<file path="src/uart_periph_pkg.sv">
// Shared constants for the memory-mapped UART peripheral.
// Bus field positions, register map, status bits and serial frame settings.
// Import it with a wildcard inside a module body, or use scoped names in a header.

package uart_periph_pkg;

    // ------------------------------------------------------------------
    // Serial frame
    // ------------------------------------------------------------------
    // Payload bits per 8N1 frame
    localparam int DATA_BITS = 8;
    // Clock ticks per prescale unit, so one bit is prescale * 8 clocks
    localparam int OVERSAMPLE = 8;
    localparam logic [15:0] PRESCALE_RESET = 16'd1;

    // ------------------------------------------------------------------
    // Packed memory bus
    // ------------------------------------------------------------------
    localparam int FWD_W = 69;
    localparam int RET_W = 33;

    // Forward word from the top: valid, addr[31:0], wdata[31:0], wstrb[3:0]
    localparam int FWD_VALID_BIT = 68;
    localparam int FWD_ADDR_LSB  = 36;
    localparam int FWD_WDATA_LSB = 4;
    localparam int FWD_WSTRB_LSB = 0;

    // Return word: ready on top, read data below
    localparam int RET_READY_BIT = 32;

    // ------------------------------------------------------------------
    // Register map, byte offsets on addr[3:0]
    // ------------------------------------------------------------------
    localparam logic [3:0] REG_TX     = 4'h0;
    localparam logic [3:0] REG_STATUS = 4'h4;
    localparam logic [3:0] REG_RX     = 4'h8;
    localparam logic [3:0] REG_BAUD   = 4'hC;

    // Status register bits
    localparam int STAT_TX_BUSY   = 0;
    localparam int STAT_RX_BUSY   = 1;
    localparam int STAT_OVERRUN   = 2;
    localparam int STAT_FRAME_ERR = 3;

    // RX register read while no byte is held
    localparam logic [31:0] RX_EMPTY_CODE = 32'hFFFF_FF00;

endpackage

</file>
<file path="src/uart_tx.sv">
// UART transmit engine, 8N1.
// Accepts one byte on a valid/ready handshake while idle and shifts it out
// on txd LSB first, framed by a start and a stop bit.

module uart_tx (
    input  logic                                  clk,
    input  logic                                  rst_n,
    input  logic [15:0]                           prescale,
    input  logic [uart_periph_pkg::DATA_BITS-1:0] tx_data,
    input  logic                                  tx_valid,
    output logic                                  tx_ready,
    output logic                                  txd,
    output logic                                  tx_busy
);

    import uart_periph_pkg::*;

    // Wide enough for prescale * OVERSAMPLE
    localparam int TICK_W  = 16 + $clog2(OVERSAMPLE);
    localparam int FRAME_W = DATA_BITS + 2;

    // Stop, data, start with the start bit at bit 0
    logic [FRAME_W-1:0] shreg;
    // Bits still to send after the one on the line
    logic [3:0]         bit_cnt;
    logic [TICK_W-1:0]  tick_cnt;
    logic [TICK_W-1:0]  bit_len;
    logic               busy;

    // Clocks per bit period
    assign bit_len = TICK_W'(prescale) * TICK_W'(OVERSAMPLE);

    // Only take a byte when fully idle
    assign tx_ready = !busy;
    assign tx_busy  = busy;

    always_ff @(posedge clk or negedge rst_n) begin
        if (!rst_n) begin
            busy     <= 1'b0;
            txd      <= 1'b1;
            bit_cnt  <= '0;
            tick_cnt <= '0;
        end else if (!busy) begin
            // Idle line is high
            txd <= 1'b1;
            if (tx_valid) begin
                // Start bit goes out right away, one cycle after acceptance
                shreg    <= {1'b1, tx_data, 1'b0};
                txd      <= 1'b0;
                bit_cnt  <= 4'(FRAME_W - 1);
                tick_cnt <= bit_len - 1'b1;
                busy     <= 1'b1;
            end
        end else if (tick_cnt != '0) begin
            tick_cnt <= tick_cnt - 1'b1;
        end else if (bit_cnt == '0) begin
            // Stop bit done, line already high
            busy <= 1'b0;
            txd  <= 1'b1;
        end else begin
            // Next bit, LSB first; ones fill in from the top
            shreg    <= {1'b1, shreg[FRAME_W-1:1]};
            txd      <= shreg[1];
            bit_cnt  <= bit_cnt - 1'b1;
            tick_cnt <= bit_len - 1'b1;
        end
    end

endmodule

</file>
<file path="src/uart_rx.sv">
// UART receive engine, 8N1.
// Synchronizes rxd, confirms a start edge at half a bit, samples each bit
// at its center and offers the byte on a valid/ready stream.
// Flags overrun when a byte is replaced and frame error on a low stop bit.

module uart_rx (
    input  logic                                  clk,
    input  logic                                  rst_n,
    input  logic [15:0]                           prescale,
    input  logic                                  rxd,
    output logic [uart_periph_pkg::DATA_BITS-1:0] rx_data,
    output logic                                  rx_valid,
    input  logic                                  rx_ready,
    output logic                                  rx_busy,
    output logic                                  overrun,
    output logic                                  frame_err
);

    import uart_periph_pkg::*;

    localparam int TICK_W = 16 + $clog2(OVERSAMPLE);

    // Two-flop synchronizer plus one more stage for edge detection
    logic                 rxd_meta;
    logic                 rxd_s;
    logic                 rxd_d;

    logic [DATA_BITS-1:0] shreg;
    // 0 is start check, 1..8 data bits, 9 stop bit
    logic [3:0]           bit_cnt;
    logic [TICK_W-1:0]    tick_cnt;
    logic [TICK_W-1:0]    bit_len;
    logic                 busy;
    logic                 start_edge;

    assign bit_len    = TICK_W'(prescale) * TICK_W'(OVERSAMPLE);
    // Falling edge only, so a line stuck low after a bad stop bit is ignored
    assign start_edge = rxd_d && !rxd_s;
    assign rx_busy    = busy;

    always_ff @(posedge clk or negedge rst_n) begin
        if (!rst_n) begin
            rxd_meta <= 1'b1;
            rxd_s    <= 1'b1;
            rxd_d    <= 1'b1;
        end else begin
            rxd_meta <= rxd;
            rxd_s    <= rxd_meta;
            rxd_d    <= rxd_s;
        end
    end

    // ------------------------------------------------------------------
    // Bit timing and sampling
    // ------------------------------------------------------------------
    always_ff @(posedge clk or negedge rst_n) begin
        if (!rst_n) begin
            busy      <= 1'b0;
            bit_cnt   <= '0;
            tick_cnt  <= '0;
            rx_valid  <= 1'b0;
            overrun   <= 1'b0;
            frame_err <= 1'b0;
        end else begin
            // Byte taken by the register block
            if (rx_valid && rx_ready) begin
                rx_valid <= 1'b0;
                overrun  <= 1'b0;
            end

            if (!busy) begin
                if (start_edge) begin
                    // Wait half a bit to land mid start bit
                    busy     <= 1'b1;
                    bit_cnt  <= '0;
                    tick_cnt <= (bit_len >> 1) - 1'b1;
                end
            end else if (tick_cnt != '0) begin
                tick_cnt <= tick_cnt - 1'b1;
            end else if (bit_cnt == '0) begin
                // Start bit still low, else it was a glitch
                if (!rxd_s) begin
                    bit_cnt  <= 4'd1;
                    tick_cnt <= bit_len - 1'b1;
                end else begin
                    busy <= 1'b0;
                end
            end else if (bit_cnt <= 4'(DATA_BITS)) begin
                // Data bit center, LSB arrives first
                shreg    <= {rxd_s, shreg[DATA_BITS-1:1]};
                bit_cnt  <= bit_cnt + 1'b1;
                tick_cnt <= bit_len - 1'b1;
            end else begin
                // Middle of the stop bit
                busy <= 1'b0;
                if (rxd_s) begin
                    rx_data   <= shreg;
                    rx_valid  <= 1'b1;
                    frame_err <= 1'b0;
                    // Old byte still waiting and not taken this cycle
                    overrun   <= rx_valid && !rx_ready;
                end else begin
                    // Low stop bit, drop the byte
                    frame_err <= 1'b1;
                end
            end
        end
    end

endmodule

</file>
<file path="src/uart_regs.sv">
// Bus slave for the UART peripheral.
// Unpacks the forward bus word, decodes the TX, status, RX and baud registers,
// drives the TX and RX streams and packs the registered return word.
// A TX write stalls until the transmitter is idle.

module uart_regs #(
    parameter logic [7:0] BASE_ADDR = 8'h00
) (
    input  logic                                  clk,
    input  logic                                  rst_n,
    input  logic [uart_periph_pkg::FWD_W-1:0]     mem_packed_fwd,
    output logic [uart_periph_pkg::RET_W-1:0]     mem_packed_ret,
    output logic [uart_periph_pkg::DATA_BITS-1:0] tx_data,
    output logic                                  tx_valid,
    input  logic                                  tx_ready,
    input  logic [uart_periph_pkg::DATA_BITS-1:0] rx_data,
    input  logic                                  rx_valid,
    output logic                                  rx_ready,
    input  logic                                  tx_busy,
    input  logic                                  rx_busy,
    input  logic                                  overrun,
    input  logic                                  frame_err,
    output logic [15:0]                           prescale,
    output logic                                  irq_rx_valid
);

    import uart_periph_pkg::*;

    // One-hot access select
    localparam logic [3:0] SEL_TX   = 4'b0001;
    localparam logic [3:0] SEL_STAT = 4'b0010;
    localparam logic [3:0] SEL_RX   = 4'b0100;
    localparam logic [3:0] SEL_BAUD = 4'b1000;

    // ------------------------------------------------------------------
    // Forward word fields
    // ------------------------------------------------------------------
    logic        mem_valid;
    logic [31:0] mem_addr;
    logic [31:0] mem_wdata;
    logic [3:0]  mem_wstrb;
    logic [3:0]  short_addr;

    assign mem_valid  = mem_packed_fwd[FWD_VALID_BIT];
    assign mem_addr   = mem_packed_fwd[FWD_ADDR_LSB +: 32];
    assign mem_wdata  = mem_packed_fwd[FWD_WDATA_LSB +: 32];
    assign mem_wstrb  = mem_packed_fwd[FWD_WSTRB_LSB +: 4];
    assign short_addr = mem_addr[3:0];

    // ------------------------------------------------------------------
    // Decode
    // ------------------------------------------------------------------
    logic        ready_q;
    // Cycle after ready, while the CPU is still dropping valid
    logic        guard_q;
    logic [31:0] rdata_q;
    logic        base_hit;
    logic        req;
    logic        is_write;
    logic [3:0]  sel;

    assign base_hit = mem_addr[31:16] == {BASE_ADDR, 8'h00};
    assign req      = mem_valid && base_hit && !ready_q && !guard_q;
    assign is_write = |mem_wstrb;

    // Reads and writes only match their own registers
    assign sel[0] = req &&  is_write && (short_addr == REG_TX);
    assign sel[1] = req && !is_write && (short_addr == REG_STATUS);
    assign sel[2] = req && !is_write && (short_addr == REG_RX);
    assign sel[3] = req &&  is_write && (short_addr == REG_BAUD);

    always_ff @(posedge clk or negedge rst_n) begin
        if (!rst_n) begin
            ready_q  <= 1'b0;
            guard_q  <= 1'b0;
            rdata_q  <= '0;
            tx_valid <= 1'b0;
            rx_ready <= 1'b0;
            prescale <= PRESCALE_RESET;
        end else begin
            // Single-cycle pulses by default
            ready_q  <= 1'b0;
            rdata_q  <= '0;
            tx_valid <= 1'b0;
            rx_ready <= 1'b0;
            guard_q  <= ready_q;

            case (sel)
                SEL_TX: begin
                    // Low byte starts a frame, stall while the transmitter works
                    if (mem_wstrb[0]) begin
                        if (tx_ready) begin
                            tx_data  <= mem_wdata[DATA_BITS-1:0];
                            tx_valid <= 1'b1;
                            ready_q  <= 1'b1;
                        end
                    end else begin
                        // Upper lanes only, nothing to send
                        ready_q <= 1'b1;
                    end
                end
                SEL_STAT: begin
                    rdata_q[STAT_TX_BUSY]   <= tx_busy;
                    rdata_q[STAT_RX_BUSY]   <= rx_busy;
                    rdata_q[STAT_OVERRUN]   <= overrun;
                    rdata_q[STAT_FRAME_ERR] <= frame_err;
                    ready_q                 <= 1'b1;
                end
                SEL_RX: begin
                    if (rx_valid) begin
                        rdata_q  <= {{(32 - DATA_BITS){1'b0}}, rx_data};
                        // Tell the receiver the byte is taken
                        rx_ready <= 1'b1;
                    end else begin
                        rdata_q <= RX_EMPTY_CODE;
                    end
                    ready_q <= 1'b1;
                end
                SEL_BAUD: begin
                    if (mem_wstrb[0]) prescale[7:0]  <= mem_wdata[7:0];
                    if (mem_wstrb[1]) prescale[15:8] <= mem_wdata[15:8];
                    ready_q <= 1'b1;
                end
                default: begin
                    // No access, or one this block does not answer
                end
            endcase
        end
    end

    // ------------------------------------------------------------------
    // Return word and interrupt
    // ------------------------------------------------------------------
    assign mem_packed_ret[RET_READY_BIT]     = ready_q;
    assign mem_packed_ret[RET_READY_BIT-1:0] = rdata_q;

    // High while a received byte waits
    assign irq_rx_valid = rx_valid;

endmodule

</file>
<file path="src/uart_periph.sv">
// Memory-mapped UART peripheral top level.
// Joins the register block to the transmit and receive engines.

module uart_periph #(
    parameter logic [7:0] BASE_ADDR = 8'h00
) (
    input  logic                              clk,
    input  logic                              rst_n,
    input  logic                              rxd,
    output logic                              txd,
    output logic                              irq_rx_valid,
    input  logic [uart_periph_pkg::FWD_W-1:0] mem_packed_fwd,
    output logic [uart_periph_pkg::RET_W-1:0] mem_packed_ret
);

    import uart_periph_pkg::*;

    // TX stream
    logic [DATA_BITS-1:0] tx_data;
    logic                 tx_valid;
    logic                 tx_ready;
    // RX stream
    logic [DATA_BITS-1:0] rx_data;
    logic                 rx_valid;
    logic                 rx_ready;
    // Status from the engines
    logic                 tx_busy;
    logic                 rx_busy;
    logic                 overrun;
    logic                 frame_err;
    // Shared bit timing
    logic [15:0]          prescale;

    uart_regs #(
        .BASE_ADDR (BASE_ADDR)
    ) u_regs (
        .clk            (clk),
        .rst_n          (rst_n),
        .mem_packed_fwd (mem_packed_fwd),
        .mem_packed_ret (mem_packed_ret),
        .tx_data        (tx_data),
        .tx_valid       (tx_valid),
        .tx_ready       (tx_ready),
        .rx_data        (rx_data),
        .rx_valid       (rx_valid),
        .rx_ready       (rx_ready),
        .tx_busy        (tx_busy),
        .rx_busy        (rx_busy),
        .overrun        (overrun),
        .frame_err      (frame_err),
        .prescale       (prescale),
        .irq_rx_valid   (irq_rx_valid)
    );

    uart_tx u_tx (
        .clk      (clk),
        .rst_n    (rst_n),
        .prescale (prescale),
        .tx_data  (tx_data),
        .tx_valid (tx_valid),
        .tx_ready (tx_ready),
        .txd      (txd),
        .tx_busy  (tx_busy)
    );

    uart_rx u_rx (
        .clk       (clk),
        .rst_n     (rst_n),
        .prescale  (prescale),
        .rxd       (rxd),
        .rx_data   (rx_data),
        .rx_valid  (rx_valid),
        .rx_ready  (rx_ready),
        .rx_busy   (rx_busy),
        .overrun   (overrun),
        .frame_err (frame_err)
    );

endmodule

</file>
<file path="config.mk">
export PLATFORM = sky130hd
export DESIGN_NAME = uart_periph
export DESIGN_NICKNAME = d
export VERILOG_FILES = /design/src/uart_periph_pkg.sv /design/src/uart_tx.sv /design/src/uart_rx.sv /design/src/uart_regs.sv /design/src/uart_periph.sv
export SDC_FILE = /design/constraint.sdc
export NUM_CORES = 1
export LEC_CHECK = 0
export ABC_CLOCK_PERIOD_IN_PS = 7000
export BUFFER_PORTS_ARGS = -buffer_cell sky130_fd_sc_hd__buf_2
export CELL_PAD_IN_SITES_DETAIL_PLACEMENT = 1
export CELL_PAD_IN_SITES_GLOBAL_PLACEMENT = 2
export CORE_ASPECT_RATIO = 1.4
export CORE_MARGIN = 2
export CORE_UTILIZATION = 39
export CTS_CLUSTER_DIAMETER = 80
export CTS_CLUSTER_SIZE = 20
export DETAILED_ROUTE_END_ITERATION = 6
export PLACE_DENSITY_LB_ADDON = 0.05
export SYNTH_ARGS = -nofsm -noshare
export SYNTH_HDL_FRONTEND = slang
export SYNTH_SLANG_ARGS = --single-unit
</file>
<file path="constraint.sdc">
create_clock -name clk -period 7 [get_ports clk]
set_clock_uncertainty 0.05 [all_clocks]
set_input_delay 0.35 -clock clk [delete_from_list [all_inputs] [get_ports clk]]
set_output_delay 0.35 -clock clk [all_outputs]
set_load 0.05 [all_outputs]
</file>
### Word level (Yosys, flattened, before mapping)

Cells that the tools add are included.
Widths: inputs -> output; s select.

| cells by class | value |
|---|---|
| add/sub/neg operators | 6 |
| $lt $le $gt $ge | 1 |
| eq/ne operators | 15 |
| muxes and demuxes | 60 |
| bitwise logic cells | 4 |
| reductions and logical operators | 38 |

Operators by type and width:

| kind | count |
|---|---|
| $mux 19 | 10 |
| $sub 19x1->19 const B | 3 |
| $mux 10 | 4 |
| $mux 4 | 10 |
| $reduce_bool 19->1 | 2 |
| $mux 1 | 32 |
| $mux 32 | 1 |
| $mux 28 | 1 |
| $sub 18x1->19 const B | 1 |
| $logic_not 16->1 | 1 |
| $reduce_and 4->1 | 4 |
| $eq 4x4->1 const B | 3 |
| $logic_and 1x1->1 | 12 |
| $logic_not 4->1 | 3 |
| $ne 3x3->1 const B | 3 |
| $eq 4x3->1 const B | 2 |
| $ne 4x4->1 const B | 2 |
| $pmux 4 s2 | 1 |
| $ne 2x2->1 const B | 3 |
| $reduce_and 2->1 | 3 |
| $reduce_and 3->1 | 2 |
| $reduce_and 6->1 | 1 |
| $logic_not 1->1 | 5 |
| $reduce_and 5->1 | 1 |
| other kinds (10) | 14 |

| storage, ports and cells | value |
|---|---|
| register bits | 141 |
| bits of input ports | 72 |
| output and inout port bits | 35 |
| logic and storage cells | 148 |

### Longest topological paths before layout

| logic depth | value |
|---|---|
| depth after elaboration | 9 |
| mapped depth | 10 |
| gate-level depth less buffers | 9 |

### Cells and area by module

Synthesis repeated with hierarchy kept, for this count alone.

| second synthesis, totals | value |
|---|---|
| cells, all modules | 642 |
| area total of the unflattened synthesis | 6442.4 um^2 |

Modules (own cells, without submodules):

| module | times used | cells each | area each (um^2) | sequential area each (um^2) |
|---|---|---|---|---|
| uart_rx | 1 | 285 | 2681.3 | 1234.9 |
| uart_tx | 1 | 239 | 2133.3 | 867.1 |
| uart_regs | 1 | 118 | 1627.8 | 967.2 |

### Least setup slack after synthesis

OpenSTA, ideal clock, no wires.

| timing | value |
|---|---|
| kind | register -> register |
| start point | register u_rx.tick_cnt[0] |
| end point | register u_rx.shreg[0] (enable) |
| library setup time | 0.395 ns |
| arrival time | 3.038 ns |
| data required time | 6.555 ns |
| path slack | 3.517 ns |
| stages on the path, launching flop included | 9 |
| path buffers | 1 |
| clock period less this slack | 3.483 ns |
| cells stage by stage | dfrtp_1 -> inv_1 -> ha_1 -> or4b_4 -> or4_4 -> nor2_4 -> buf_2 -> nand2_1 -> nor4_1 |

| between the ends | value |
|---|---|
| longest elaborated chain between the ends | 3 |

Ends and longest elaborated chain:

| element | line | RTL |
|---|---|---|
| from (decl) | uart_rx.sv:31 | `logic [TICK_W-1:0] tick_cnt;` |
| from (signal assigned) | uart_rx.sv:76 | `tick_cnt <= (bit_len >> 1) - 1'b1;` |
| from (signal assigned) | uart_rx.sv:79 | `tick_cnt <= tick_cnt - 1'b1;` |
| from (signal assigned) | uart_rx.sv:84 | `tick_cnt <= bit_len - 1'b1;` |
| $reduce_bool 19->1 | uart_rx.sv:78 | `end else if (tick_cnt != '0) begin` |
| $not 1->1 (no line) | n/a |  |
| $reduce_and 5->1 (no line) | n/a |  |
| to (signal assigned) | uart_rx.sv:90 | `shreg <= {rxd_s, shreg[DATA_BITS-1:1]};` |
| to (decl) | uart_rx.sv:28 | `logic [DATA_BITS-1:0] shreg;` |

No other way between the ends.
A chain may end at the register's enable or synchronous reset.

### Worst setup path after layout

| timing | value |
|---|---|
| start point | register u_rx.tick_cnt[0] |
| end point | register u_rx.tick_cnt[10] |

| between the ends | value |
|---|---|
| longest elaborated chain between the ends | 3 |
| elaborated cells on any way between the ends | 7 |
| classes of those cells | 1 x add/sub; 2 x eq/ne; 2 x mux; 2 x reduce/logical |

Ends and longest elaborated chain:

| element | line |
|---|---|
| $sub 19x1->19 / $reduce_bool 19->1 (equally long branches) | uart_rx.sv:79, uart_rx.sv:78 |
| $mux 19 / $ne 4x4->1 (equally long branches) | n/a |
| $mux 19 / $reduce_and 3->1 (equally long branches) | n/a |

Parallel ways exist; a longest one is shown, timed or not.

==> flow_summary.toml <==
[status]
status = "finished clean"

[worst_hold_path]
min_path_type = "input port to register"

[worst_setup_path]
crit_buf_inv = 2
path_delay_family = "simple AND/OR/NAND/NOR gates"
required_ns = 7.19
cp_common_cell = "inv_1"
path_cells = "inv_1 -> ha_1 -> or4b_4 -> nor4_2 -> a21oi_1 -> nor2_1 -> inv_1 -> o2111ai_1 -> o311ai_0"
crit_path_top_delay_cell = "nor2_1"
max_stage_delay_ns = 0.82
cp-start-kind = "register"
path_max_fanout = 13
end_kind = "register"
cp_data_arrival_time_ns = 3.96
path_class = "register to register"

[clocking]
cts_buffers = 17
clock_sinks = 116
cts_resized = 0
cts_setup_buffers = 0
hold_buffers = 2
clock-root-buffer = "clkbuf_16"
path_clk_slew_ns = 0.06
clock_latency_ns = 0.42
cts_tree = "done"
cts-htree-levels = 4
clk_path_buf_depth = 2

[yosys]
syn_area_per_cell_um2 = 10.9
synth_seq_area_share_pct = 52.4
synthArstFlopShare_pct = 72.4
syn_inst = 538
syn-cell-area_um2 = 5850
synth_cell_type_count = 76
synth-seq-cells = 116
synth_ff_type = "dfrtp_1"
synth_edf_count = 32
yosys.area.top_type = "dfrtp_1"
synth.top_cell.area_share_pct = 33.8
yosys_warnings = 0
syn_nets = 617
synth_area_leaders = "dfrtp_1 (34%), edfxtp_1 (16%), mux2_2 (4.4%)"

[placed_design]
port_buffers = 78
place_congestion = 0.788
dp_hpwl_mm = 11.3

[sta]
setup_violations = 0
slew_headroom_pct = 35.5
slew_viol_final = 0
period_share_pct = 53.8
worstMarginPinSlew_ns = 0.964
fmax_mhz = 266
fin_crit_ns = 3.77
rsz0062_at_grt = "false"
timing.setup.tns_ns = 0
finalHoldViolations = 0

[cells_and_area]
diodes = 0
register_area_um2 = 3070
multi_input_area_um2 = 2440
filler_cell_count = 1653
syn2layout_area_growth_pct = 16.8
fin_util_pct = 46.0
fin_nets = 681
drive_gt1_share_pct = 27.5

[global_route]
grt_max_degree = 49
antenna_found_initial = 0
track_usage_pct = 20.5
first_global_vias = 4624
overflow = 0
grt_pass1_wl_mm = 24.8

[die]
core_area_um2 = 14900
die_y_um = 149
ios = 107
placementRows = 53
start_util_pct = 39.4
dieWidth_um = 108
die-area_um2 = 16000

[routing]
wirelength_mm = 15.5
drc = 0
vias = 4385
dr.pass1.iters = 4
drtAntennaViolNets = 0
drt-wirelength-per-cell_um = 19.2
drt_iter0_drc = 178
vias_per_cell = 5.43

[pwr]
p_leak_uw = 0.00308
fin_total_pwr_uw = 1810
power-per-cell-area_nw_per_um2 = 265
ir_drop_mv = 0.152

[run]
cap_viol_max_count = 0
==> synth_stat cells, drive strengths merged (4+ instances only) <==
cell type	count
nand2	40
nand3	13
nand2b	8
or4	6
inv	19
o221ai	4
a22o	4
o211ai	7
or3	14
nor2	41
xnor2	12
o22ai	5
mux2	23
dfstp	5
o21a	4
xor2	9
o31ai	6
clkbuf	9
buf	31
a21oi	18
a31o	5
nor4	14
nor3	15
dfrtp	79
o21ai	31
ha	7
edfxtp	32
and2	8
or2	7
a31oi	6
==> cells in the final DEF, fill, tap and decap left out, drive strengths merged, types with 15 or more instances in the layout <==
cell type / Yosys / routed
o21ai: 31 / 31
buf: 31 / 83
a21oi: 18 / 18
dfrtp: 79 / 79
nor2: 41 / 41
clkbuf: 9 / 17
nand2: 40 / 40
edfxtp: 32 / 32
mux2: 23 / 23
inv: 19 / 28
nor3: 15 / 15
==> logic make-up after synthesis <==
kind of cell             synth area share, %
AND/OR/NAND/NOR                         17.2
AO/OA/AOI/OAI                           15.3
flip-flops                              52.4
buffers and inverters                   5.86
multiplexers                            4.60
XOR/XNOR                                3.14
adder cells (fa/ha/maj)                 1.50
==> sequential cells by signal (all words and copies together), names as in the netlist, 4 cells and up <==
name	flops
u_regs.prescale	16
u_regs.rdata_q	9
u_regs.tx_data	8
u_rx.bit_cnt	4
u_rx.rx_data	8
u_rx.shreg	8
u_rx.tick_cnt	19
u_tx.bit_cnt	4
u_tx.shreg	8
u_tx.tick_cnt	19
==> final timing paths <==
| path | from | endpoint | slack, ns | cells after the start |
|---|---|---|---|---|
| worst max register to register | u_rx.tick_cnt[0] | u_rx.tick_cnt[10] | 3.23 | 9 |
| worst max-delay path | u_rx.tick_cnt[0] | u_rx.tick_cnt[10] | 3.23 | 9 |
| worst min register to register | u_rx.rxd_meta | u_rx.rxd_s | 0.31 | 0 |
| worst min-delay path | mem_packed_fwd[11] | u_regs.tx_data[7] | 0.08 | 1 |
| min in group asynchronous | rst_n | u_tx.bit_cnt[3] | 0.40 | 2 |
| max in group asynchronous | rst_n | u_rx.tick_cnt[10] | 5.47 | 3 |
==> area by class of cell <==
class | count | share of cell area [%]
Multi-Input combinational cell | 362 | 35.7
Clock inverter | 15 | 2.01
Sequential cell | 116 | 44.9
Timing Repair Buffer | 85 | 6.58
Tap cell | 192 | 3.51
Inverter | 20 | 1.10
Clock buffer | 17 | 6.22
==> routing by layer <==
metal	part of all wire (%)	GRT usage, %	up-vias
met3	3.2	4.81	16
met5	0	0	-
met1	41	24.0	2212
li1	-	-	2105
met2	55	37.0	52
met4	1.4	6.22	0
==> report_power, final <==
part           internal [uW]  leakage, uW  switching [uW]  total (uW)
logic                   88.7      0.00141            90.1         179
registers                746      0.00140            62.7         809
clock network            467     0.000273             354         821
total                   1300      0.00308             507        1810
==> through the flow <==
step | hold WS, ns | instance area, um^2 | setup WS (ns) | std cells
2_1_floorplan | 0.00441 | 5850 | 3.52 | 538
3_3_place_gp | 0.300 | 6260 | 3.23 | 773
3_5_place_dp | 0.301 | 6260 | 3.27 | 773
4_1_cts | 0.0558 | 6840 | 3.19 | 807
5_1_grt | 0.0552 | 6840 | 2.94 | 807
6_report | 0.0760 | 6840 | 3.23 | 807
Power figures use the tool's default switching activity.
